$ cat config.mk
export PLATFORM = sky130hd
export DESIGN_NAME = stage_reg
export DESIGN_NICKNAME = d
export VERILOG_FILES = /design/src/stage_reg.sv
export SDC_FILE = /design/constraint.sdc
export NUM_CORES = 1
export LEC_CHECK = 0
export BUFFER_PORTS_ARGS = -buffer_cell sky130_fd_sc_hd__buf_2
export CORE_MARGIN = 1
export CORE_UTILIZATION = 40
export DETAILED_ROUTE_END_ITERATION = 12
export GPL_TIMING_DRIVEN = 0
export PLACE_DENSITY = 0.75
export SLEW_MARGIN = 15
export SYNTH_ARGS = -nofsm -noshare
export SYNTH_HDL_FRONTEND = slang
export SYNTH_SLANG_ARGS = --single-unit
export TNS_END_PERCENT = 5
$ cat constraint.sdc
create_clock -name clk -period 1 [get_ports clk]
set_input_delay 0.15 -clock clk [delete_from_list [all_inputs] [get_ports clk]]
set_output_delay 0.15 -clock clk [all_outputs]
set_load 0.01 [all_outputs]
$ cat src/stage_reg.sv
`timescale 1ns/1ps

module stage_reg #(
	parameter type PAYLOAD_T = logic [15:0],
	parameter PAYLOAD_T BUBBLE = '0
) (
	input  logic     clk,
	input  logic     rst_i,
	input  logic     hold_i,
	input  logic     flush_i,
	input  PAYLOAD_T d_i,
	output PAYLOAD_T q_o,
	output logic     valid_o
);

	always_ff @(posedge clk) begin
		if (rst_i || flush_i) begin
			q_o     <= BUBBLE; // Opcode becomes the no-op encoding.
			valid_o <= 1'b0;
		end else if (!hold_i) begin
			q_o     <= d_i;
			valid_o <= 1'b1;
		end
	end

endmodule

### Yosys cells after proc, flatten, opt, wreduce, memory -nomap -nowiden

Cells that the tools add are included.

* bits in registers: 17
* bits of input ports: 20
* output and inout bits: 17
* logic and storage cells: 3

* reductions and logical operators: 1

Operators by type and width (count)
* $logic_or A1 B1 Y1: 1

### Logic depth before layout (Yosys ltp)

* word-level depth: 1
* gate-level depth with buffers: 4
* mapped depth without buffers: 2

### Least setup slack after synthesis

No wires, ideal clock.

* path type: input-to-reg
* from: in flush_i
* to: reg q_o[10] (netlist bit)
* library setup time: 0.064 ns
* arrival time: 0.700 ns
* data required time: 0.936 ns
* slack: 0.237 ns
* stages on the path: 4
* path buffers: 2
* path through: or2_1 -> buf_6 -> buf_8 -> nor2_1

* cells in the longest elaborated chain, start to end: 1

RTL lines
* from (decl): RTL line 10 `input logic flush_i,`
* $logic_or A1 B1 Y1: RTL line 17 `if (rst_i || flush_i) begin`
* to (signal assigned): RTL line 21 `q_o <= d_i;`
* to (decl): RTL line 12 `output PAYLOAD_T q_o,`

No other way between the ends.
A chain may end at the register's enable or synchronous reset.

### Worst setup path after layout

* from: reg q_o[3] (netlist bit)
* to: out q_o[3] (netlist bit)

No word-level cell between the ends.

==> summary.md <==
| Metric | Value |
|---|---|
| Initial DRC count | `1` |
| Post-layout min period | `907 ps` |
| Worst reg2reg endpoint | `q_o[5]` |
| Reg2reg path depth | `2` |
| Synth area leader | `dfxtp_1` |
| Final nets | `116` |
| Final setup vio count | `0` |
| Worst Setup SP | `q_o[3]` |
| FFs w/ async S/R, synth | `0` |
| Worst hold slack | `91.9 ps` |
| Hold path depth | `3` |
| Initial antenna violation count | `0` |
| Synth Area per Inst | `11.1 µm²` |
| # IOs | `37` |
| Global-route usage over all layers | `0.140` |
| Root Buffer | `clkbuf_4` |
| Via-to-Cell Ratio | `4.45` |
| DR pass1 iterations | `4` |
| CP Data Required Time | `850 ps` |
| Post-Route WL | `1.07 mm` |
| Post-CTS Setup Inserts | `0` |
| Worst skew pair latency | `280 ps` |
| Share of cells above drive strength 1 | `0.442` |
| DRC viols | `0` |
| DR vias | `489` |
| Setup CP Type | `flop to output port` |
| Die area | `0.00172 mm²` |
| Remaining antenna violation count | `0` |
| Antenna Cells | `0` |
| CTS Buffer Depth | `2` |
| Worst-margin pin slew | `135 ps` |
| CTS Hold Bufs | `0` |
| Maximum clock rate | `1100 MHz` |
| Relative slew slack | `0.907` |
| Seq/Total Area, Yosys | `0.545` |
| Die H | `41.5 µm` |
| Area of the core | `0.00138 mm²` |
| Max-cap violations | `0` |
| Maximum vdd drop | `0.000754 V` |
| First-pass GRT wire length | `1.86 mm` |
| Critical Path End Type | `output port` |
| Synth Flop Type | `dfxtp_1` |
| Arrival @ worst endpoint | `760 ps` |
| Worst path max stage delay | `340 ps` |
| Placer Congestion | `0.622` |
| RSZ-0062 raised after global routing | `no` |
| Yosys cell types | `8` |
| PD cells | `1450 mW/mm²` |
| CTS sink count | `17` |
| Cells after Synth | `56` |
| Setup_tns | `0 ps` |
| Delay-heaviest family, CP | `flip-flops` |
| Post-synth EDFFs | `0` |
| FF-to-FF Start | `q_o[5]` |
| Initial Util | `0.452` |
| Fill cell count | `127` |
| Endpoint, Worst Hold | `q_o[8]` |
| Vias in the first global route | `470` |
| Final Cycle Share | `0.907` |
| R2r setup slk | `390 ps` |
| Register bit total from synthesis | `17` |
| Clock skew | `0 ps` |
| Worst hold-check path type | `input port to flop` |
| Crit-path cells | `buf_2` |
| Rows | `13` |
| Area share of the largest cell type after synthesis | `0.545` |
| Synth top area cells | `dfxtp_1 (55%), mux2i_1 (26%), nor2_1 (9.6%), buf_6 (5.4%), buf_8 (2.4%)` |
| Per-cell routed wire length | `9.68 µm` |
| Most frequent cell after synthesis | `dfxtp_1` |
| CTS HTree Levels | `1` |
| Slew Limit Fails | `0` |
| CP max FO | `2` |
| Synth-to-layout area growth | `35.3%` |
| Largest net degree at the start of global routing | `11` |
| Num CTS Buffers | `3` |
| Worst setup SP type | `flop` |
| Critical path's slowest cell | `dfxtp_1` |
| Run status | `finished clean` |
| Dpl ws | `93.5 ps` |
| Worst-path clk slew | `90 ps` |
| Pleak | `0.461 nW` |
| Die X | `41.5 µm` |
| YS warnings | `0` |
| Sequential cell area | `340 µm²` |
| Slack of the critical path | `93.3 ps` |
| CP bufs+invs | `1` |
| PortBufs | `35` |
| Synth cell count leaders | `dfxtp_1 (17), mux2i_1 (16), nor2_1 (16)` |
| CTS tree | `yes` |
| Worst hold start | `d_i[8]` |
| Final core utilization | `0.611` |
| Area of the multi-input gates | `231 µm²` |
| Resized Gates After CTS | `0` |
| GRT overflow | `0` |
| Fin. Hold Viols | `0` |
| Post-synthesis cell area | `624 µm²` |
| Syn nets | `76` |
-- power breakdown --
part           total [W]  internal [W]  switching (W)
registers       0.000709      0.000700     0.00000944
clock network   0.000356      0.000155       0.000201
logic           0.000160     0.0000896      0.0000706
total            0.00122      0.000944       0.000281
-- layer usage --
| layer | vias up | wire (µm) | GRT usage |
|---|---|---|---|
| li1 | 259 | - | - |
| met1 | 212 | 485 | 0.176 |
| met2 | 16 | 511 | 0.225 |
| met3 | 2 | 54 | 0.0130 |
| met4 | 0 | 14 | 0.0968 |
| met5 | - | 0 | 0 |
-- worst max-delay path by stage --
stage	cells past startpoint	end	slack [ps]
floorplan	4	q_o[10]	240
global placement	5	q_o[6]	110
detailed placement	5	q_o[5]	90
CTS	1	q_o[8]	80
global route	1	q_o[7]	40
finish	1	q_o[3]	90
-- through the flow --
step,cells,total power (W),cell area (µm²)
finish,110,0.00122,845
global route,110,0.00129,845
CTS,110,0.00124,845
detailed placement,106,0.000887,818
global placement,106,0.000884,818
floorplan,56,0.000822,624
-- final cells by class --
type / count / area share
clock buffers: 4 / 0.0311
plain buffers: 4 / 0.0578
repair buffers: 35 / 0.207
well taps: 15 / 0.0222
inverters: 1 / 0.00444
flip-flops and latches: 17 / 0.403
multi-input cells: 34 / 0.274
-- placed cells by master (no fill, tap or decap) --
master    instances
inv_1             1
clkbuf_1          1
dfxtp_1          17
a21oi_1           1
mux2i_1          16
or2_1             1
nor2_1           16
buf_6             3
buf_8             1
buf_2            35
clkbuf_4          3
-- sequential cells by signal, indices dropped and copies added, names as in the netlist --
signal,cells
q_o,16
valid_o,1
-- kinds of logic after synthesis --
logic type,Yosys count,synth area share
AOI/OAI and AO/OA,1,0.00801
buffers and inverters,5,0.0842
and+or+nand+nor,17,0.106
muxes,16,0.257
DFF,17,0.545
Note: power is estimated with default switching activity, not from simulation.
