File: config.mk
export PLATFORM = sky130hd
export DESIGN_NAME = imem
export DESIGN_NICKNAME = d
export VERILOG_FILES = /design/src/imem.sv
export SDC_FILE = /design/constraint.sdc
export NUM_CORES = 2
export LEC_CHECK = 0
export BUFFER_PORTS_ARGS = -buffer_cell sky130_fd_sc_hd__buf_2
export CORE_MARGIN = 4
export CORE_UTILIZATION = 35
export DETAILED_ROUTE_END_ITERATION = 8
export GPL_TIMING_DRIVEN = 0
export HOLD_SLACK_MARGIN = 0.05
export SYNTH_ARGS = -nofsm -noshare
export SYNTH_HDL_FRONTEND = slang
export SYNTH_SLANG_ARGS = --single-unit
File: constraint.sdc
create_clock -name clk -period 4.66 [get_ports clk]
set_input_delay 0.466 -clock clk [delete_from_list [all_inputs] [get_ports clk]]
set_output_delay 0.466 -clock clk [all_outputs]
set_load 0.01 [all_outputs]
File: src/imem.sv
`timescale 1ns/1ps

module imem #(
	parameter int IMEM_WORDS = 256
) (
	input  logic                          clk,
	input  logic                          we_i,
	input  logic [$clog2(IMEM_WORDS)-1:0] waddr_i,
	input  logic [15:0]                   wdata_i,
	input  logic [15:0]                   addr_i,
	output logic [15:0]                   data_o
);

	localparam int AW = $clog2(IMEM_WORDS);

	logic [15:0] mem [IMEM_WORDS];

	always_ff @(posedge clk) begin
		if (we_i) begin
			mem[waddr_i] <= wdata_i;
		end
	end

	assign data_o = mem[addr_i[AW:1]]; // PC is a byte address.

endmodule

# Word level (Yosys, flattened, before mapping)
# Memory sizes are Yosys's and may differ from the RTL's.
# Cells that the tools add are included.
[word_totals]
in_bits = 42
ramBits = 4096
latch_bits = 0
register_bits = 0
mem_count = 1
elab_cells = 3
romBits = 0
[classes]
muxes = 2
eq_ne = 0
bitwise = 0
div = 0
add_sub_neg = 0
n_reduce_logical = 0
mul = 0
shifts = 0
n_lt_le_gt_ge = 0
[mem_list]
columns = ["memory", "words", "word_bits", "rd", "rd_clocked_by_memory_dff", "wr", "line", "text"]
rows = [
  ["mem", 256, 16, 1, 0, 1, "16", "logic [15:0] mem [IMEM_WORDS];"],
]
[ops]
columns = ["operator", "count"]
rows = [
  ["$mux 1", 2],
]

# Logic depth before layout (Yosys ltp)
[logic_depth]
word_depth = 2
ltp_mapped = 12
ltp_nobuf = 6

# Worst setup path before layout
# Ideal clock, no wire load.
[synth_path]
path_kind = "in2out"
start = "in addr_i[1]"
end = "out data_o[10]"
path_slack_ns = 1.710
path_buffers = 3
t_arrival_ns = 2.484
cell_stages = 8
cell_sequence = "buf_6 > buf_6 > buf_2 > mux4_2 > mux4_2 > a22o_1 > o32ai_1 > nor4_1"
[synth_between]
elab_chain_len = 1
[synth_lines]
columns = ["element", "line", "text"]
rows = [
  ["start: declaration", "10", "input logic [15:0] addr_i,"],
  ["$mem_v2 256x16", "--", ""],
  ["end: declaration", "11", "output logic [15:0] data_o"],
]
# Every way passes these cells.

# Worst setup path after layout
[layout_path]
start = "in addr_i[3]"
end = "out data_o[9]"
# The elaborated chain is that of the path after synthesis.

==> impl_metrics.csv <==
group,metric,value,unit
grt,grt_pass1_vias,81100,
timing,period_minus_slack,4820,ps
grt,grt_overflow_total,0,
detailed_routing,detailroute.via_count,83200,
floorplan,dieWidth,681,um
cells_and_area,largest_reg_flops,4096,
cells_and_area,fin_cells,14300,
cells_and_area,final_util,41.3,%
yosys,syn_avg_cell_area,21.6,um^2
floorplan,num_rows,246,
cells_and_area,largest-register,"mem",
setup_path,cpMaxStageDelayCell,"nor4_4",
detailed_routing,via_per_inst,5.80,
timing,slew_headroom,18.0,%
floorplan,io_pins,58,
detailed_routing,wl_per_cell,34.8,um
detailed_routing,postRouteAntennaNets,0,
pwr,pwr-share-clk,41.6,%
cells_and_area,area_delta_synth_final,17.4,%
min_path,holdCritStartpoint,"wdata_i[15]",
pwr,power_frac_comb,6.1,%
cells_and_area,final_common_cell,"edfxtp_1",
setup_path,cp_data_arrival_time,4360,ps
cts,clk_pin_slew,60,ps
grt,grt_pass1_wl,678000,um
yosys,synth_edf_count,4096,
setup_path,crit_chain,"clkbuf_4, nand2b_1, buf_2, clkbuf_2, clkbuf_4, o221ai_2, o22ai_1, a21oi_2, nand4_1, nor4_4, buf_2",
timing,maxSlewViolCount,0,
placed_design,routabilityCongestion,1.03,
floorplan,die_h,681,um
yosys,synth-seq-area-share,77.7,%
placed_design,hpwl,342000,um
setup_path,crit_family,"buffers and inverters",
setup_path,critical_path_required,4190,ps
setup_path,worst_setup_path_end_kind,"primary output",
pwr,switching_share,22.4,%
timing,finalWorstSetupSlack,-163,ps
yosys,netlist_top_cells_area,"edfxtp_1 (78%), mux4_2 (11%), mux2i_1 (3.6%)",
placed_design,dp.cells,13600,
yosys,netlist_area,158000,um^2
yosys,synth.largest_area_cell,"edfxtp_1",
floorplan,dieArea,463000,um^2
pwr,cellPowerDensity,418,nW/um^2
timing,tightest_slew,1230,ps
grt,grt_max_degree,142,
detailed_routing,first_iter_violations,12500,
yosys,netlist_instances,7344,
yosys,synth_ff_type,"edfxtp_1",
pwr,vdd_drop_max,349,uV
yosys,netlist.area_leader.share,77.7,%
timing,hold_viol,0,
timing,fmax,207,MHz
placed_design,port_buffers,39,
setup_path,path_buf_inv,5,
cts,cts_tree,"done",
yosys,synth_seq_cells,4096,
setup_path,start_kind,"primary input",
cts,cts-root-buf,"clkbuf_16",
cells_and_area,drive_gt1_share,29.8,%
timing,period_share,104,%
cts,numCtsBuffers,399,
floorplan,fp.coreArea,450000,um^2
setup_path,crit_path_start,"addr_i[3]",
pwr,p_seq_share,52.3,%
cells_and_area,final_area,186000,um^2
detailed_routing,drcViolationCount,0,
placed_design,place_area,171000,um^2
floorplan,floorplan.initialDensity,35.2,%
yosys,ys_warn_count,0,
cts,cts_max_level,5,
run_status,violations,"negative setup slack",
setup_path,critPathKind,"primary input to primary output",
pwr,power_leakage,58.1,nW
run,cap_viol_max_count,0,
grt,track_usage,21.1,%
yosys,syn-num-nets,7386,
grt,grt_antenna_before_repair,36,
cells_and_area,largestRegisters,"mem: 4096 flops",
cts,cts_sinks,4096,
cts,clock_path_buffers,4,
pwr,p_int,60.3,mW
yosys,ys_types,51,
min_path,hp-class,"primary input to flip-flop",
run_status,status,"finished, violations left",
pwr,power.switching,17.4,mW
detailed_routing,drt_pass1_iterations,6,
cells_and_area,nets,8066,
yosys,async_flop_share,0,%
detailed_routing,wirelength,498000,um
setup_path,max_stage_delay,540,ps
cells_and_area,layout_common_cells,"edfxtp_1 (4096), mux4_2 (797), mux2i_1 (565)",
setup_path,worstPathMaxFanout,10,
timing,setup_viol,14,
## stage by stage
stage / setup WS (ps) / hold slack [ps] / power (mW) / setup TNS [ps]
after floorplan: 1710 / 565 / 43.4 / 0
after CTS: 0.275 / 56.0 / 77.9 / 0
after global placement: -3230 / 1560 / 45.8 / -3095850
after detailed placement: -2970 / 895 / 45.9 / -41440
final: -163 / 89.3 / 77.7 / -1090
after global routing: -6.52 / 94.4 / 79.6 / -6.52
## cell families after synthesis
logic type             after synthesis  share of synthesized area [%]
DFF                               4096                           77.7
muxes                             1450                           15.5
AOI/OAI and AO/OA                  786                           3.54
and+or+nand+nor                    556                           1.58
buffers and inverters              456                           1.70
## synthesized netlist by cell type, types with 5 or more instances
library cell  number
a2111oi_0          6
a211oi_1          18
a21oi_1          175
a221oi_1          28
a22o_1            32
a22oi_1           43
a31oi_1            6
and3_1            11
buf_1             27
buf_12             5
buf_2             76
buf_4             26
buf_6             77
buf_8             11
clkbuf_1         230
edfxtp_1        4096
mux2_2            88
mux2i_1          565
mux4_2           797
nand2_1           38
nand3_1           35
nand4_1           26
nor2_1           304
nor2b_1            9
nor3_1            92
nor4_1            17
o21ai_0           37
o221ai_1         252
o22ai_1          148
o31ai_1           16
o32ai_1           20
## worst paths after layout
check                    end  slack [ps]  cells after the start
min    mem[84][15]$_DFFE_PP_          90                      1
max                data_o[9]        -160                     11
## layout make-up
type | instances | area [um^2]
clock buffers | 486 | 10400
multi-input cells | 2792 | 34700
clock inverters | 251 | 2620
fillers | 38900 | 264000
flip-flops and latches | 4096 | 123000
inverters | 4 | 21.3
diodes | 14 | 35.0
repair buffers | 281 | 4720
well taps | 5952 | 7450
plain buffers | 450 | 3080
## power groups by stage
stage               Combinational [mW]  Clock [mW]  Sequential (mW)
finish                            4.74        32.3             40.6
global route                      4.82        34.2             40.6
CTS                               4.66        32.6             40.6
detailed placement                4.46           0             41.4
global placement                  4.24           0             41.6
floorplan                         2.03           0             41.4
## metal layers
metal | GRT usage, % | up-vias | share of wire (%)
met5 | 0 | - | 0.014
met4 | 11.3 | 10 | 6.4
met3 | 5.55 | 995 | 11
met2 | 31.9 | 5192 | 45
met1 | 27.8 | 44300 | 37
li1 | - | 32700 | -
## repair_timing
item,CTS,global route
setup endpoints to repair,16,14
hold buffers,12,0
hold endpoints to repair,509,0
gates cloned,0,0
pin swaps,14,7
gates resized for setup,417,47
buffers inserted,4,0
Power figures use the tool's default switching activity.
