==> src/cpu_pkg.sv <==
package cpu_pkg;

	typedef enum logic [3:0] {
		OP_ADD = 4'h0,
		OP_SUB = 4'h1,
		OP_XOR = 4'h2,
		OP_NOP = 4'h7, // Unused encoding, carried by pipeline bubbles.
		OP_LW  = 4'h8,
		OP_SW  = 4'h9,
		OP_LLB = 4'hA,
		OP_LHB = 4'hB,
		OP_BR  = 4'hC,
		OP_HLT = 4'hF
	} opcode_e;

	typedef enum logic [2:0] {
		CC_NE     = 3'd0,
		CC_EQ     = 3'd1,
		CC_ALWAYS = 3'd7
	} ccode_e;

	typedef struct packed {
		logic z;
		logic v;
		logic n;
	} flags_t;

	typedef enum logic [1:0] {
		FWD_REG      = 2'd0,
		FWD_FROM_WB  = 2'd1,
		FWD_FROM_MEM = 2'd2
	} fwd_sel_e;

	typedef struct packed {
		logic [15:0] instr;
		logic [15:0] pc2;
	} ifid_t;

	typedef struct packed {
		opcode_e     op;
		logic [3:0]  rd;
		logic [3:0]  rs;
		logic [3:0]  rt;
		logic [15:0] rdata1;
		logic [15:0] rdata2;
		logic [15:0] imm;
		logic [8:0]  br_off;
		ccode_e      ccode;
		logic [15:0] pc2;
	} idex_t;

	typedef struct packed {
		opcode_e     op;
		logic [3:0]  rd;
		logic [15:0] result;
		logic [15:0] st_data;
		logic [15:0] addr;
	} exmem_t;

	// Load data joins in write-back straight from the data memory port.
	typedef struct packed {
		opcode_e     op;
		logic [3:0]  rd;
		logic [15:0] result;
	} memwb_t;

	localparam ifid_t IFID_BUBBLE = '{instr: {OP_NOP, 12'h000}, pc2: 16'h0000};
	localparam idex_t IDEX_BUBBLE = '{
		op: OP_NOP, rd: 4'd0, rs: 4'd0, rt: 4'd0,
		rdata1: 16'h0000, rdata2: 16'h0000, imm: 16'h0000,
		br_off: 9'd0, ccode: CC_NE, pc2: 16'h0000
	};
	localparam exmem_t EXMEM_BUBBLE = '{
		op: OP_NOP, rd: 4'd0, result: 16'h0000, st_data: 16'h0000, addr: 16'h0000
	};
	localparam memwb_t MEMWB_BUBBLE = '{op: OP_NOP, rd: 4'd0, result: 16'h0000};

	function automatic logic writes_reg(input opcode_e op);
		return op inside {OP_ADD, OP_SUB, OP_XOR, OP_LW, OP_LLB, OP_LHB};
	endfunction

	function automatic logic is_load(input opcode_e op);
		return op == OP_LW;
	endfunction

endpackage

==> src/hazard_fwd.sv <==
`timescale 1ns/1ps

module hazard_fwd (
	input  logic [3:0]        dec_rs_i,
	input  logic [3:0]        dec_rt_i,
	input  cpu_pkg::opcode_e  ex_op_i,
	input  logic [3:0]        ex_rd_i,
	input  logic [3:0]        ex_rs_i,
	input  logic [3:0]        ex_rt_i,
	input  cpu_pkg::opcode_e  mem_op_i,
	input  logic [3:0]        mem_rd_i,
	input  cpu_pkg::opcode_e  wb_op_i,
	input  logic [3:0]        wb_rd_i,
	output logic              stall_o,
	output cpu_pkg::fwd_sel_e fwd_a_o,
	output cpu_pkg::fwd_sel_e fwd_b_o
);
	import cpu_pkg::*;

	function automatic fwd_sel_e pick(input logic [3:0] src, input opcode_e mem_op,
			input logic [3:0] mem_rd, input opcode_e wb_op, input logic [3:0] wb_rd);
		if (src == 4'd0) begin
			return FWD_REG;
		end
		// A load in memory has no data yet, the stall keeps it out of reach.
		if (writes_reg(mem_op) && !is_load(mem_op) && mem_rd == src) begin
			return FWD_FROM_MEM;
		end
		if (writes_reg(wb_op) && wb_rd == src) begin
			return FWD_FROM_WB;
		end
		return FWD_REG;
	endfunction

	assign stall_o = is_load(ex_op_i) && ex_rd_i != 4'd0 &&
		(ex_rd_i == dec_rs_i || ex_rd_i == dec_rt_i);

	assign fwd_a_o = pick(ex_rs_i, mem_op_i, mem_rd_i, wb_op_i, wb_rd_i);
	assign fwd_b_o = pick(ex_rt_i, mem_op_i, mem_rd_i, wb_op_i, wb_rd_i);

endmodule

==> config.mk <==
export PLATFORM = sky130hd
export DESIGN_NAME = hazard_fwd
export DESIGN_NICKNAME = d
export VERILOG_FILES = /design/src/cpu_pkg.sv /design/src/hazard_fwd.sv
export SDC_FILE = /design/constraint.sdc
export NUM_CORES = 1
export LEC_CHECK = 0
export ABC_AREA = 0
export ABC_CLOCK_PERIOD_IN_PS = 1490
export BUFFER_PORTS_ARGS = -buffer_cell sky130_fd_sc_hd__buf_2
export CAP_MARGIN = 20
export CORE_AREA = 2 2 39 41
export DETAILED_ROUTE_END_ITERATION = 10
export DIE_AREA = 0 0 41 43
export PLACE_DENSITY = 0.73
export RECOVER_POWER = 50
export SLEW_MARGIN = 20
export SYNTH_ARGS = -nofsm -noshare
export SYNTH_HDL_FRONTEND = slang
export SYNTH_SLANG_ARGS = --single-unit
==> constraint.sdc <==
create_clock -name vclk -period 1.49
set_clock_uncertainty 0.05 [all_clocks]
set_input_delay 0.298 -clock vclk [all_inputs]
set_output_delay 0.298 -clock vclk [all_outputs]
set_load 0.02 [all_outputs]
== Word-level counts from Yosys, hierarchy flattened ==
Cells that the tools add are included.
Word-level totals
  output and inout port bits: 5
  word-level logic and storage cells: 57
  bits of input ports: 40
  flip-flop bits (word level): 0
Cells by class
  eq/ne operators: 17
  muxes and demuxes: 24
  reduce and logical (&&, ||, !) cells: 16
Operators by type and width (count)
  4-bit == test, second input constant: 7
  4-bit == test: 6
  2-bit two-way mux: 12
  4-bit zero test: 4
  1-bit two-way mux: 12
  6-bit nonzero test: 2
  4-bit by 1-bit == test with 1-bit output, second input constant: 2
  4-bit by 2-bit == test with 1-bit output, second input constant: 2
  1-bit logical AND: 7
  4-bit nonzero test: 1
  1-bit zero test: 1
  1-bit logical OR: 1

== Depth between registers and ports, before layout ==
Gate-level depths: netlist of the first run.
  word-level depth: 11
  depth in mapped cells: 4
  mapped depth without buffers: 4

== Worst setup path before layout of the first run ==
OpenSTA, ideal clock, no wires.
  kind: input to output
  from: in wb_op_i[1]
  to: out fwd_b_o[0]
  data arrival time: 1.202 ns
  path slack: -0.060 ns
  required time: 1.142 ns
  cell stages on the path: 4
  buffers on the path: 0
  path through: xor2_1 > a21oi_1 > nand4_1 > nor4b_2
On the way
  cells in the longest elaborated chain, start to end: 9
  elaborated cells on any way between the ends: 15
  those cells by class: eq/ne: 5; mux: 7; reduce/logical: 3
RTL lines
  start: declaration: RTL line hazard_fwd.sv:12  | input cpu_pkg::opcode_e wb_op_i,
  4-bit by 1-bit == test with 1-bit output (tied with other cells): RTL line cpu_pkg.sv:79  | return op inside {OP_ADD, OP_SUB, OP_XOR, OP_LW, OP_LLB, OP_LHB};
  6-bit nonzero test *: RTL line cpu_pkg.sv:79
  1-bit logical AND *: RTL line hazard_fwd.sv:29  | if (writes_reg(wb_op) && wb_rd == src) begin
  1-bit two-way mux (2 in a row): RTL line hazard_fwd.sv:29
  1-bit two-way mux: RTL line hazard_fwd.sv:26  | if (writes_reg(mem_op) && !is_load(mem_op) && mem_rd == src) begin
  2-bit two-way mux *: RTL line hazard_fwd.sv:32  | return FWD_REG;
  2-bit two-way mux *: RTL line hazard_fwd.sv:29
  2-bit two-way mux *: RTL line hazard_fwd.sv:26
  end: declaration: RTL line hazard_fwd.sv:16  | output cpu_pkg::fwd_sel_e fwd_b_o
Mark *: on every way between the ends. The rest lies on a longest branch, timed or not. The select of a mux whose other input is x is not followed.

== Final worst setup path of the first run ==
  from: in ex_rt_i[0]
  to: out fwd_b_o[0]
On the way
  cells in the longest elaborated chain, start to end: 8
  elaborated cells on any way between the ends: 16
  those cells by class: eq/ne: 2; mux: 11; reduce/logical: 3
RTL lines
  start: declaration: RTL line hazard_fwd.sv:9  | input logic [3:0] ex_rt_i,
  4-bit == test: RTL line hazard_fwd.sv:29
  1-bit logical AND: RTL line hazard_fwd.sv:29
  1-bit two-way mux (2 in a row): RTL line hazard_fwd.sv:29
  1-bit two-way mux: RTL line hazard_fwd.sv:26
  2-bit two-way mux: RTL line hazard_fwd.sv:32
  2-bit two-way mux: RTL line hazard_fwd.sv:29
  2-bit two-way mux *: RTL line hazard_fwd.sv:26
Marked as above.

==> results.cfg, run 1 <==
[run_status]
status = complete, but fails checks
violations = negative setup slack

[timing]
finalSetupViolCount = 4
worstMarginPinSlew_ps = 418
fmax_ghz = 0.608
setup_tns_ps = -388
slew_headroom_pct = 71.8
setup_ws_ps = -153
hold_viol = 0
grt_setup_unrepaired = yes
fin_crit_ps = 1640
slew_violations = 0
period_share_pct = 110

[placed_design]
gp_congestion = 0.815
port_buffers = 45
placed_area_sq_um = 684
dp_cells = 117
dp_hpwl_mm = 1.19
dp_slack_ps = -270

[synthesis]
avgSynthCellArea_sq_um = 7.72
syn_area_sq_um = 370
synth_top_cell_area_share_pct = 35.5
synth_most_common_cell = xor2_1
syn_nets = 88
synthTopCellsByArea = xor2_1, xnor2_1, nor4_1
yosysWarnings = 0
synth_largest_area_cell = xor2_1
synth_cells = 48
yosysSeqAreaShare_pct = 0
synth_commonest_cells = xor2_1, xnor2_1, nor4_1
ys_types = 16

[critical_path]
cp.arrival_ps = 1300
startpoint = ex_rt_i[0]
required_ps = 1140
path_cells = buf_6 -> or4_1 -> nand4_1 -> nor4b_4 -> buf_4
cp_slowest_cell = or4_1
worstPathMaxFanout = 3
path_class = input port to primary output
critPathLaunchType = input port
end_kind = primary output
critPathMaxStageDelay_ps = 510

[die]
die_area_sq_mm = 0.00176
placeableCoreArea_sq_mm = 0.00138
die_x_microns = 41
rows = 14
ios = 45
initial_core_util_pct = 26.8
die_h_microns = 43

[final_layout]
stdcell_area_sq_um = 825
instances_no_fill = 118
nClkBuffers = 0
drive_gt1_share_pct = 59.8
area_delta_synth_final_pct = 123
layout.nets = 144
regArea_sq_um = 0
utilization_pct = 59.6
seq_cell_count = 0
n_antenna_cell = 0

[power]
p_leak_uw = 0.000391
ir_drop_mv = 0.0958
p_per_area_mw_per_mm2 = 261

[drt]
via_count = 561
drt_pass1_iterations = 4
wl_mm = 1.49
post-route-drc-count = 0
routedWlPerCell_microns = 12.6
viasPerCell = 4.75
ant_nets = 0
drt_iter0_drc = 6

[global_routing]
grt_max_degree = 4
grt_pass1_vias = 550
grt_pass1_wl_mm = 2.08
grt_overflow_total = 0
track_usage_pct = 16.3
antenna_found_initial = 0

[hold_path]
min-delay-start = ex_op_i[0]
worstHoldPathType = input port to primary output

[job]
timing.max_cap.violations = 0
==> layout make-up <==
class	instances	area [sq um]
well taps	16	20.0
fillers	123	559
repair buffers	54	399
multi-input cells	48	405
==> power breakdown <==
group	leakage (uW)	switching, uW	internal (uW)
clock network	0	0	0
registers	0	0	0
logic	0.000391	88.6	127
total	0.000391	88.6	127
==> repair_timing <==
action,in CTS,in global routing
hold buffers,0,0
setup buffers,1,0
pin swaps,13,9
gates resized for setup,18,11
endpoints found under the setup margin,5,4
==> cells by family (layout without fill, tap and decap cells) <==
| group | count (synthesis) | count (layout) | synth area share, % |
|---|---|---|---|
| AO/OA/AOI/OAI | 3 | 3 | 5.07 |
| buffers and inverters | 0 | 54 | 0 |
| XOR/XNOR | 25 | 25 | 59.1 |
| AND/OR/NAND/NOR | 20 | 20 | 35.8 |
==> layout by cell type, fill, tap and decap left out, types with 2 or more instances in the layout <==
master | synthesis | layout
buf_4 | 0 | 11
nand4_1 | 3 | 3
nor2_1 | 3 | 2
nor4_1 | 4 | 3
buf_2 | 0 | 27
xor2_1 | 15 | 14
buf_8 | 0 | 2
xnor2_1 | 10 | 10
nand2_1 | 2 | 2
buf_6 | 0 | 13
==> through the flow <==
step | hold slack, ps | total power, uW
global placement | 897 | 171
detailed placement | 904 | 176
CTS | 907 | 197
finish | 902 | 215
global route | 920 | 234
floorplan | 709 | 74.6
==> path summary, 6_finish.rpt <==
check | to | slack, ps | cells after the start
worst min-delay path | stall_o | 900 | 5
worst max-delay path | fwd_b_o[0] | -150 | 5
==> critical path: cells and delay by family <==
kind | cells | cell delay, ps
buffers and inverters | 2 | 270
and+or+nand+nor | 3 | 740
==> routing by layer <==
layer / routed length (microns) / GRT usage [%]
met5: 0 / 0
met4: 22 / 4.67
met3: 46 / 1.05
met2: 923 / 31.9
met1: 499 / 16.5
Note: power is estimated with default switching activity, not from simulation.
==> run 2: changes to the inputs <==
--- a/config.mk
+++ b/config.mk
@@ -12,7 +12,7 @@
 export CORE_AREA = 2 2 39 41
 export DETAILED_ROUTE_END_ITERATION = 10
 export DIE_AREA = 0 0 41 43
-export PLACE_DENSITY = 0.73
+export PLACE_DENSITY = 0.81
 export RECOVER_POWER = 50
 export SLEW_MARGIN = 20
 export SYNTH_ARGS = -nofsm -noshare
==> results.cfg, run 2 (synthesized netlist as in run 1, its figures left out) <==
[final_layout]
drive_gt1_share_pct = 59.8
seq_cell_count = 0
layout.nets = 144
final_common_cell = buf_2
mostFrequentLayoutCells = buf_2, xor2_1, buf_4
area_delta_synth_final_pct = 118
instances_no_fill = 118
regArea_sq_um = 0
n_antenna_cell = 0
nClkBuffers = 0

[power]
ir_drop_mv = 0.0915
switching_share_pct = 41.3
p_leak_uw = 0.000386
power.switching_uw = 85.7
seqPwrFrac_pct = 0
combPwrFrac_pct = 100.0
pwr-share-clk_pct = 0
p_per_area_mw_per_mm2 = 258
intPower_uw = 122

[timing]
setup_ws_ps = -141
worstMarginPinSlew_ps = 299
finalSetupViolCount = 4
period_share_pct = 109
slew_violations = 0
whs_ps = 907
hold_viol = 0
slew_headroom_pct = 79.8
grt_setup_unrepaired = yes
fmax_ghz = 0.613
fin_crit_ps = 1630

[hold_path]
worstHoldPathType = input port to primary output
min-delay-start = ex_rt_i[2]
whs_endpoint = fwd_b_o[1]
hold_depth = 4

[critical_path]
end_kind = primary output
cp.arrival_ps = 1280
critPathMaxStageDelay_ps = 500
critPathBufInv = 2
startpoint = wb_rd_i[2]
path_cells = buf_2 -> or4_1 -> nand4_1 -> nor4b_4 -> buf_4
cpLargestDelayFamily = simple AND/OR/NAND/NOR gates
required_ps = 1140
worstPathMaxFanout = 3
cp_slowest_cell = or4_1
path_class = input port to primary output
critPathLaunchType = input port

[drt]
met2WireLength_microns = 754
wl_mm = 1.36
maxUsedRoutingLayer = met3
routedWlPerCell_microns = 11.5
drt_iter0_drc = 2
post-route-drc-count = 0
viasPerCell = 4.64
ant_nets = 0
drt_pass1_iterations = 4
via_count = 547
dr_wl_met3_microns = 79
m1WireLength_microns = 522

[die]
initial_core_util_pct = 26.8
die_area_sq_mm = 0.00176
die_h_microns = 43
die_x_microns = 41
ios = 45
rows = 14
placeableCoreArea_sq_mm = 0.00138

[global_routing]
grt_overflow_total = 0
grt_max_degree = 5
antenna_found_initial = 0
grt_pass1_wl_mm = 2.15
track_usage_pct = 16.6
grt_pass1_vias = 578

[job]
timing.max_cap.violations = 0

[placed_design]
port_buffers = 45
dp_slack_ps = -218
dp_hpwl_mm = 1.14
gp_congestion = 0.660
dp_cells = 117

[run_status]
violations = negative setup slack
status = complete, but fails checks

[clocking]
cts_hold_buf = 0
[run 2: changes by cell type in the layout (fill, tap and decap cells not counted)]
cell | before | now
nor2_2 | 1 | 0
nor4_1 | 3 | 2
buf_2 | 27 | 30
nor2_1 | 2 | 3
buf_6 | 13 | 9
nor4_2 | 1 | 2
buf_4 | 11 | 12
[run 2: cell type report]
class	instances	area [sq um]
fillers	127	578
well taps	16	20.0
multi-input cells	48	409
repair buffers	54	377
[run 2: per-stage QoR]
step           area, sq um  utilization [%]  power, uW  TNS [ps]
2_1_floorplan          379                -       74.6         0
3_3_place_gp           684             49.5        169      -462
3_5_place_dp           684             49.5        175      -530
4_1_cts                754             54.5        192      -350
5_1_grt                806             58.2        226      -610
6_report               806             58.2        208      -303
[run 2: tightest hold or removal path: stages]
cell and delay (ps):
buf_8 80, nor4_1 40, nor2_1 100, buf_4 150
[run 2: what timing repair did]
action / in CTS / in global routing
setup buffers: 0 / 1
pin swaps: 12 / 8
resized for setup: 18 / 10
endpoints found under the setup margin: 5 / 4
cloned: 0 / 0
[run 2: per-layer routing]
layer  vias to the layer above  GRT usage, %
li1                        282             -
met1                       246          17.7
met2                        19          33.4
met3                         0         0.524
met4                         0          1.33
met5                         -             0
[run 2: how the worst max path moves through the flow]
stage,to,slack (ps),cells past startpoint
5_1_grt,fwd_b_o[0],-190,6
3_5_place_dp,fwd_b_o[0],-220,6
6_report,fwd_b_o[0],-140,5
3_3_place_gp,fwd_b_o[0],-200,6
2_1_floorplan,fwd_b_o[0],10,4
4_1_cts,fwd_b_o[0],-150,6
[run 2: power by group through the flow]
| stage | logic (uW) | registers, uW | clock network, uW |
|---|---|---|---|
| floorplan | 74.6 | 0 | 0 |
| global placement | 169 | 0 | 0 |
| detailed placement | 175 | 0 | 0 |
| CTS | 192 | 0 | 0 |
| global route | 226 | 0 | 0 |
| finish | 208 | 0 | 0 |
