===== src/cpu_pkg.sv =====
package cpu_pkg;

	typedef enum logic [3:0] {
		OP_ADD = 4'h0,
		OP_SUB = 4'h1,
		OP_XOR = 4'h2,
		OP_NOP = 4'h7, // Unused encoding, carried by pipeline bubbles.
		OP_LW  = 4'h8,
		OP_SW  = 4'h9,
		OP_LLB = 4'hA,
		OP_LHB = 4'hB,
		OP_BR  = 4'hC,
		OP_HLT = 4'hF
	} opcode_e;

	typedef enum logic [2:0] {
		CC_NE     = 3'd0,
		CC_EQ     = 3'd1,
		CC_ALWAYS = 3'd7
	} ccode_e;

	typedef struct packed {
		logic z;
		logic v;
		logic n;
	} flags_t;

	typedef enum logic [1:0] {
		FWD_REG      = 2'd0,
		FWD_FROM_WB  = 2'd1,
		FWD_FROM_MEM = 2'd2
	} fwd_sel_e;

	typedef struct packed {
		logic [15:0] instr;
		logic [15:0] pc2;
	} ifid_t;

	typedef struct packed {
		opcode_e     op;
		logic [3:0]  rd;
		logic [3:0]  rs;
		logic [3:0]  rt;
		logic [15:0] rdata1;
		logic [15:0] rdata2;
		logic [15:0] imm;
		logic [8:0]  br_off;
		ccode_e      ccode;
		logic [15:0] pc2;
	} idex_t;

	typedef struct packed {
		opcode_e     op;
		logic [3:0]  rd;
		logic [15:0] result;
		logic [15:0] st_data;
		logic [15:0] addr;
	} exmem_t;

	// Load data joins in write-back straight from the data memory port.
	typedef struct packed {
		opcode_e     op;
		logic [3:0]  rd;
		logic [15:0] result;
	} memwb_t;

	localparam ifid_t IFID_BUBBLE = '{instr: {OP_NOP, 12'h000}, pc2: 16'h0000};
	localparam idex_t IDEX_BUBBLE = '{
		op: OP_NOP, rd: 4'd0, rs: 4'd0, rt: 4'd0,
		rdata1: 16'h0000, rdata2: 16'h0000, imm: 16'h0000,
		br_off: 9'd0, ccode: CC_NE, pc2: 16'h0000
	};
	localparam exmem_t EXMEM_BUBBLE = '{
		op: OP_NOP, rd: 4'd0, result: 16'h0000, st_data: 16'h0000, addr: 16'h0000
	};
	localparam memwb_t MEMWB_BUBBLE = '{op: OP_NOP, rd: 4'd0, result: 16'h0000};

	function automatic logic writes_reg(input opcode_e op);
		return op inside {OP_ADD, OP_SUB, OP_XOR, OP_LW, OP_LLB, OP_LHB};
	endfunction

	function automatic logic is_load(input opcode_e op);
		return op == OP_LW;
	endfunction

endpackage


===== src/rf_if.sv =====
`timescale 1ns/1ps

interface rf_if;
	logic [3:0]  raddr1;
	logic [3:0]  raddr2;
	logic [15:0] rdata1;
	logic [15:0] rdata2;
	logic [3:0]  waddr;
	logic [15:0] wdata;
	logic        we;

	modport dec_mp (output raddr1, output raddr2, input rdata1, input rdata2);

	modport rf_mp (
		input raddr1, input raddr2, output rdata1, output rdata2,
		input waddr, input wdata, input we
	);

	modport wb_mp (output waddr, output wdata, output we);
endinterface


===== src/decode.sv =====
`timescale 1ns/1ps

module decode (
	input  cpu_pkg::ifid_t ifid_i,
	input  logic           ifid_valid_i,
	rf_if.dec_mp           rf,
	output cpu_pkg::idex_t idex_o,
	output logic [3:0]     rs_o,
	output logic [3:0]     rt_o,
	output logic           halt_seen_o
);
	import cpu_pkg::*;

	opcode_e     op;
	logic [3:0]  rs;
	logic [3:0]  rt;
	logic [15:0] imm;
	logic [15:0] instr;

	assign instr = ifid_i.instr;
	assign op    = ifid_valid_i ? opcode_e'(instr[15:12]) : OP_NOP;

	// ********************
	// Source fields and immediate.
	always_comb begin
		rs  = 4'd0;
		rt  = 4'd0;
		imm = 16'h0000;
		case (op)
			OP_ADD, OP_SUB, OP_XOR: begin
				rs = instr[7:4];
				rt = instr[3:0];
			end
			OP_LW, OP_SW: begin
				rs  = instr[7:4]; // Base register.
				rt  = instr[11:8]; // Data register.
				imm = {{12{instr[3]}}, instr[3:0]};
			end
			OP_LLB: begin
				rs  = instr[11:8]; // Old rd value, merged in execute.
				imm = {8'h00, instr[7:0]};
			end
			OP_LHB: begin
				rs  = instr[11:8];
				imm = {instr[7:0], 8'h00};
			end
			default: begin
				rs = 4'd0;
			end
		endcase
	end

	assign rf.raddr1 = rs;
	assign rf.raddr2 = rt;
	assign rs_o      = rs;
	assign rt_o      = rt;

	// ********************
	// Payload for the execute stage.
	always_comb begin
		idex_o.op     = op;
		idex_o.rd     = instr[11:8];
		idex_o.rs     = rs;
		idex_o.rt     = rt;
		idex_o.rdata1 = rf.rdata1;
		idex_o.rdata2 = rf.rdata2;
		idex_o.imm    = imm;
		idex_o.br_off = instr[8:0];
		idex_o.ccode  = ccode_e'(instr[11:9]);
		idex_o.pc2    = ifid_i.pc2;
	end

	assign halt_seen_o = (op == OP_HLT); // Stops fetch from this cycle on.

endmodule


===== src/flat_wrapper.sv =====
// flat-port wrapper written by rule: the top's interface ports become plain ports
module decode_flat import cpu_pkg::*;
  (ifid_i, ifid_valid_i, idex_o, rs_o, rt_o, halt_seen_o, rf_raddr1, rf_raddr2, rf_rdata1, rf_rdata2);
  rf_if rf_i ();
  input  cpu_pkg::ifid_t ifid_i;
  input  logic ifid_valid_i;
  output cpu_pkg::idex_t idex_o;
  output logic [3:0] rs_o;
  output logic [3:0] rt_o;
  output logic halt_seen_o;
  output wire logic [$bits(rf_i.raddr1)-1:0] rf_raddr1;
  output wire logic [$bits(rf_i.raddr2)-1:0] rf_raddr2;
  input wire logic [$bits(rf_i.rdata1)-1:0] rf_rdata1;
  input wire logic [$bits(rf_i.rdata2)-1:0] rf_rdata2;
  assign rf_raddr1 = rf_i.raddr1;
  assign rf_raddr2 = rf_i.raddr2;
  assign rf_i.rdata1 = rf_rdata1;
  assign rf_i.rdata2 = rf_rdata2;
  decode u_core (.ifid_i(ifid_i), .ifid_valid_i(ifid_valid_i), .rf(rf_i), .idex_o(idex_o), .rs_o(rs_o), .rt_o(rt_o), .halt_seen_o(halt_seen_o));
endmodule

===== config.mk =====
export PLATFORM = sky130hd
export DESIGN_NAME = decode_flat
export DESIGN_NICKNAME = d
export VERILOG_FILES = /design/src/cpu_pkg.sv /design/src/rf_if.sv /design/src/decode.sv /design/src/flat_wrapper.sv
export SDC_FILE = /design/constraint.sdc
export NUM_CORES = 1
export LEC_CHECK = 0
export ABC_AREA = 1
export BUFFER_PORTS_ARGS = -buffer_cell sky130_fd_sc_hd__buf_4
export CORE_AREA = 2 2 67 69
export DETAILED_ROUTE_END_ITERATION = 10
export DIE_AREA = 0 0 69 71
export GPL_ROUTABILITY_DRIVEN = 0
export GPL_TIMING_DRIVEN = 0
export MAX_ROUTING_LAYER = met4
export PLACE_DENSITY_LB_ADDON = 0.1
export SLEW_MARGIN = 25
export SYNTH_ARGS = -nofsm -noshare
export SYNTH_HDL_FRONTEND = slang
export SYNTH_SLANG_ARGS = --single-unit

===== constraint.sdc =====
create_clock -name vclk -period 0.8
set_input_delay 0.04 -clock vclk [all_inputs]
set_output_delay 0.04 -clock vclk [all_outputs]
set_load 0.01 [all_outputs]

# ---- Yosys cells after proc, flatten, opt, wreduce, memory -nomap -nowiden
# Index checks and enable logic that the tools add are counted.
dict set report word_totals {
  reg_bits 0
  output_inout_bits 109
  input_bits 65
}
dict set report op_classes {
  reduce_logical 5
  eq_ne 7
  mux 4
}
# operator n
set ops {}
lappend ops {{$pmux W16 S3} 1}
lappend ops {{$eq A4 B4 Y1 const B} 5}
lappend ops {{$pmux W4 S2} 2}
lappend ops {{$reduce_or A5 Y1} 1}
lappend ops {{$eq A4 B1 Y1 const B} 1}
lappend ops {{$eq A4 B2 Y1 const B} 1}
lappend ops {{$logic_not A4 Y1} 1}
lappend ops {{$mux W4} 1}
lappend ops {{$reduce_or A2 Y1} 2}
lappend ops {{$reduce_or A3 Y1} 1}

# ---- Longest topological paths before layout
# Gate-level depths: netlist (run 1).
dict set report logic_depth {
  ltp_word 4
  ltp_mapped 8
  ltp_nobuf 7
}

# ---- Worst setup path after synthesis (run 1)
# Ideal clock, no wire load.
dict set report synth_path {
  path_kind {input -> output}
  from {input ifid_i[29] in the netlist's numbering}
  to {output rf_raddr2[0]}
  path_buffers 1
  cell_stages 6
  slack_ns -0.293
  required_time_ns 0.760
  arrival_ns 1.053
  path_cell_list {inv_1 nand2_1 nand2_2 nand2_1 o21ai_0 buf_4}
}
# element line_no
set synth_lines {}
lappend synth_lines {{start: declaration} flat_wrapper.sv:5} ;# input cpu_pkg::ifid_t ifid_i;
lappend synth_lines {{end: declaration} flat_wrapper.sv:12} ;# output wire logic [$bits(rf_i.raddr2)-1:0] rf_raddr2;

# ---- Final worst setup path (run 1)
dict set report layout_path {
  from {input ifid_i[29] in the netlist's numbering}
  to {output rf_raddr1[0]}
}
dict set report layout_between {
  elab_chain_len 4
  word_cells_on_any_way 11
}
# element line_no
set layout_lines {}
lappend layout_lines {{$mux W4 *} decode.sv:21} ;# assign op = ifid_valid_i ? opcode_e'(instr[15:12]) : OP_NOP;
lappend layout_lines {{$eq A4 B1 Y1, or another cell as far along} decode.sv:29} ;# case (op)
lappend layout_lines {{$reduce_or A5 Y1 (no line) / $reduce_or A2 Y1 (equally long branches)} n/a}
lappend layout_lines {{$pmux W4 S2 *} decode.sv:29}
lappend layout_lines {{end: declaration} flat_wrapper.sv:11} ;# output wire logic [$bits(rf_i.raddr1)-1:0] rf_raddr1;
# Every way passes the cells marked *; elsewhere a longest branch is shown, timed or not.

==> metrics.txt, run 1 <==
DRC=0; syn_nets=215; number of cells on the worst hold path=2; Crit. End Element=primary output; leakage=1.39 nW; DR vias=1299; met2 routed WL=2070 µm; P&R area growth vs syn=162%; top sig layer=met3; routed len/inst=10.9 µm; commonest cells after routing, fill and taps aside=186 x buf_4, 28 x buf_6, 14 x nand2_4; drt total wl=3700 µm; fmax=977 MHz; Syn Area/Cell=6.11 µm²; largest net degree at the start of global routing=8; DR vias/cell=3.84; die width=69 µm; vias in the first global route=1265; Hold Vio Cnt, Final=0; YS warnings=0; Detailed Place HPWL=3190 µm; core area=4200 µm²; fin crit share=128%; hold crit path type=input port to primary output; Nets=353; Synth area leader=buf_4; Final Max Tran Viols=0; status=finished with violations; M1 wire length=1210 µm; Mapped Area=916 µm²; Final Worst Setup Slack=-0.224 ns; sequential-to-total area share from yosys stat=0%; first-pass GRT wire length=5600 µm; slew margin rel.=86.4%; die height=71 µm; Yosys cell types=11; I/O pins=174; most common cell after layout, fill and taps aside=buf_4; met3 wire length=418 µm; number of fill cells in the layout=409; initial core utilization=21.8%; worst setup path startpoint=ifid_i[29]; # clk buffers=0; Core Rows=24; top-area cell type share of the netlist area=65.6%; failing checks=setup timing; Total GRT Usage=13.5%; Max IR drop VDD=0.257 mV; crit start category=input port; largest cells by area after synthesis=buf_4 66%, nand2_1 9.8%, o21ai_0 8.2%; total power=1.18 mW; full die area=4900 µm²; share of layout cells above drive strength 1=93.7%; storage element area=0 µm²; CP Data Required Time=0.76 ns; Syn Inst Count=150; IO buf count=126; pre-CTS WS=-0.337 ns; ANT cells=0; total grt overflow=0; CP arrival=0.98 ns; max cap viols=0; final setup vio count=40; critical path class=input port to primary output; RSZ-0062 raised after global routing=true; Iter 0 DRT Violations=14; drt pass-1 iters=2; Tmin final=1.02 ns; cell area power density=491 nW/µm²; Worst Hold Launch=rf_rdata2[1]; initial antenna violation count=0; FFs & Latches=0; Crit Path Max Fanout=5; worst slew pin tran=0.204 ns; Detail Route Antenna Nets=0
==> metal layers <==
layer  vias up  global-route usage [%]
met2        88                    25.6
met1       557                    15.4
met5         -                       -
met4         0                       0
met3         0                    2.85
li1        654                       -
==> cell type report <==
class              count  area (µm²)  area share (%)
well taps             52        65.1            2.71
inverters             15        70.1            2.92
multi-input cells     54         502            20.9
plain buffers         81         649            27.0
repair buffers       136        1120            46.5
==> worst paths after layout <==
| kind | endpoint |
|---|---|
| setup / recovery | rf_raddr1[0] |
| hold / removal | idex_o[45] |
==> cell usage after synthesis, drive strengths merged <==
cell type / number
buf: 81
inv: 15
nand2: 27
nand3: 1
nor2: 5
nor3: 6
o21ai: 15
==> repair_timing <==
| action | CTS | global route |
|---|---|---|
| gates cloned | 1 | 0 |
| hold buffers | 0 | 0 |
| setup buffers | 4 | 5 |
| resized for setup | 62 | 31 |
| endpoints found under the hold margin | 0 | 0 |
| pin swaps | 12 | 18 |
| endpoints found under the setup margin | 40 | 41 |
==> worst max-delay path, cell delays in order <==
cell and delay (ns):
buf_6 0.07, clkinvlp_4 0.14, nand2_4 0.10, nand2_4 0.07, nand2_8 0.12, nand2_8 0.08, nand2_4 0.08, nand2_4 0.06
buf_6 0.11, buf_6 0.11
==> per-stage QoR <==
step           setup TNS, ns  hold WS, ns  utilization [%]  instance area [µm²]  instances
6_report               -5.88        0.257             57.2                 2400        338
5_1_grt                -8.19        0.259             57.2                 2400        338
4_1_cts                -6.25        0.257             53.6                 2250        333
3_5_place_dp           -8.28        0.257             47.4                 1990        328
3_3_place_gp           -8.30        0.257             47.4                 1990        328
2_1_floorplan         -0.274        0.129                -                  980        150
==> cell families after synthesis <==
group / share of synthesized area (%)
simple gates: 18.9
compound gates: 8.20
buf+inv: 73.0
==> power breakdown <==
part | leakage, nW | switching, mW | internal (mW)
clock network | 0 | 0 | 0
registers | 0 | 0 | 0
logic | 1.39 | 0.475 | 0.705
total | 1.39 | 0.475 | 0.705
Note: power is estimated with default switching activity, not from simulation.
==> inputs of run 2 (changes only) <==
--- a/config.mk
+++ b/config.mk
@@ -6,10 +6,10 @@
 export NUM_CORES = 1
 export LEC_CHECK = 0
 export ABC_AREA = 1
-export BUFFER_PORTS_ARGS = -buffer_cell sky130_fd_sc_hd__buf_4
 export CORE_AREA = 2 2 67 69
 export DETAILED_ROUTE_END_ITERATION = 10
 export DIE_AREA = 0 0 69 71
+export DONT_BUFFER_PORTS = 1
 export GPL_ROUTABILITY_DRIVEN = 0
 export GPL_TIMING_DRIVEN = 0
 export MAX_ROUTING_LAYER = met4
==> run 2 against run 1 <==
Compared with the run above: the run still ends with setup timing left; global-route usage down 3.0 points; fmax up 14%; critical path depth down 4; final area down 44%; cell count down 40%; die area unchanged; non-clock buffer count down 134; sequential share of layout area unchanged; critical endpoint is now idex_o[30].
==> metrics.txt, run 2 (synthesis gave the netlist of run 1 again) <==
Final Worst Setup Slack=-0.0958 ns; die height=71 µm; I/O pins=174; most common cell after layout, fill and taps aside=buf_4; placed cell area=1040 µm²; CP arrival=0.86 ns; hold crit path type=input port to primary output; full die area=4900 µm²; CTS Hold Bufs=0; Hold Vio Cnt, Final=0; TNS Setup=-1.63 ns; DR vias=860; Tmin final=0.896 ns; Sw Pwr=0.369 mW; Detail Route Antenna Nets=0; FFs & Latches=0; total power=0.698 mW; Max IR drop VDD=0.172 mV; Flop pwr share=0%; Nets=219; leakage=0.681 nW; routed len/inst=15.1 µm; max cap viols=0; first-pass GRT wire length=4150 µm; critical path class=input port to primary output; commonest cells after routing, fill and taps aside=74 x buf_4, 10 x nand2_1, 9 x inv_1, 9 x o21ai_2; Final Max Tran Viols=0; Fin Hold WS=0.144 ns; drt pass-1 iters=2; storage element area=0 µm²; final core utilization=31.8%; Total GRT Usage=10.5%; core area=4200 µm²; CP Data Required Time=0.76 ns; ANT cells=0; DRC=0; placed cells=202; cell area power density=523 nW/µm²; pre-CTS WS=-0.283 ns; IO buf count=0; final non-filler cell total=204; initial core utilization=21.8%; die width=69 µm; share of layout cells above drive strength 1=86.2%; Clk pwr share=0%; # clk buffers=0; total grt overflow=0; P&R area growth vs syn=45.8%; DR vias/cell=4.22; Detailed Place HPWL=2760 µm; final instance area=1340 µm²; fmax=1120 MHz; status=finished with violations; slew margin rel.=70.9%; crit start category=input port; largest net degree at the start of global routing=11; failing checks=setup timing; fin crit share=112%; number of cells on the worst hold path=1; Crit Path Max Fanout=4; final setup vio count=30; Pint=0.329 mW; Switching Share=52.9%; Iter 0 DRT Violations=13; worst slew pin tran=0.433 ns; combinational power share=100.0%; RSZ-0062 raised after global routing=true; drt total wl=3080 µm; Core Rows=24; Crit. End Element=primary output; initial antenna violation count=0; vias in the first global route=773
run 2: path summary, 6_finish.rpt:
| kind | end | start | slack (ns) |
|---|---|---|---|
| worst min-delay path | idex_o[90] | ifid_valid_i | 0.14 |
| worst max-delay path | idex_o[30] | ifid_i[29] | -0.1 |
run 2: power groups by stage:
stage	Combinational (mW)	Clock [mW]	Sequential, mW
3_3_place_gp	0.581	0	0
2_1_floorplan	0.526	0	0
6_report	0.698	0	0
4_1_cts	0.635	0	0
5_1_grt	0.739	0	0
3_5_place_dp	0.578	0	0
run 2: final cells by class:
| type | instances | area [µm²] |
|---|---|---|
| fillers | 463 | 2870 |
| plain buffers | 81 | 638 |
| multi-input cells | 54 | 541 |
| well taps | 52 | 65.1 |
| inverters | 15 | 63.8 |
| repair buffers | 2 | 27.5 |
run 2: timing repair:
| item | in CTS | in global routing |
|---|---|---|
| endpoints found under the hold margin | 0 | 0 |
| buffers inserted | 1 | 1 |
| pin swaps | 10 | 6 |
| endpoints found under the setup margin | 34 | 33 |
| resized for setup | 41 | 26 |
run 2: worst max-delay path: stages:
cell and delay, ns:
clkinvlp_4 0.09, nand2_4 0.09, nand2_8 0.09, clkinvlp_4 0.19
buf_12 0.19, nor3_4 0.16
run 2: per-layer routing:
metal  GRT usage [%]  vias up  routed length, µm
met5               -        -                  0
met4               0        0                  0
li1                -      386                  -
met3            1.71        0                348
met1            11.2      386                981
met2            21.3       88               1750
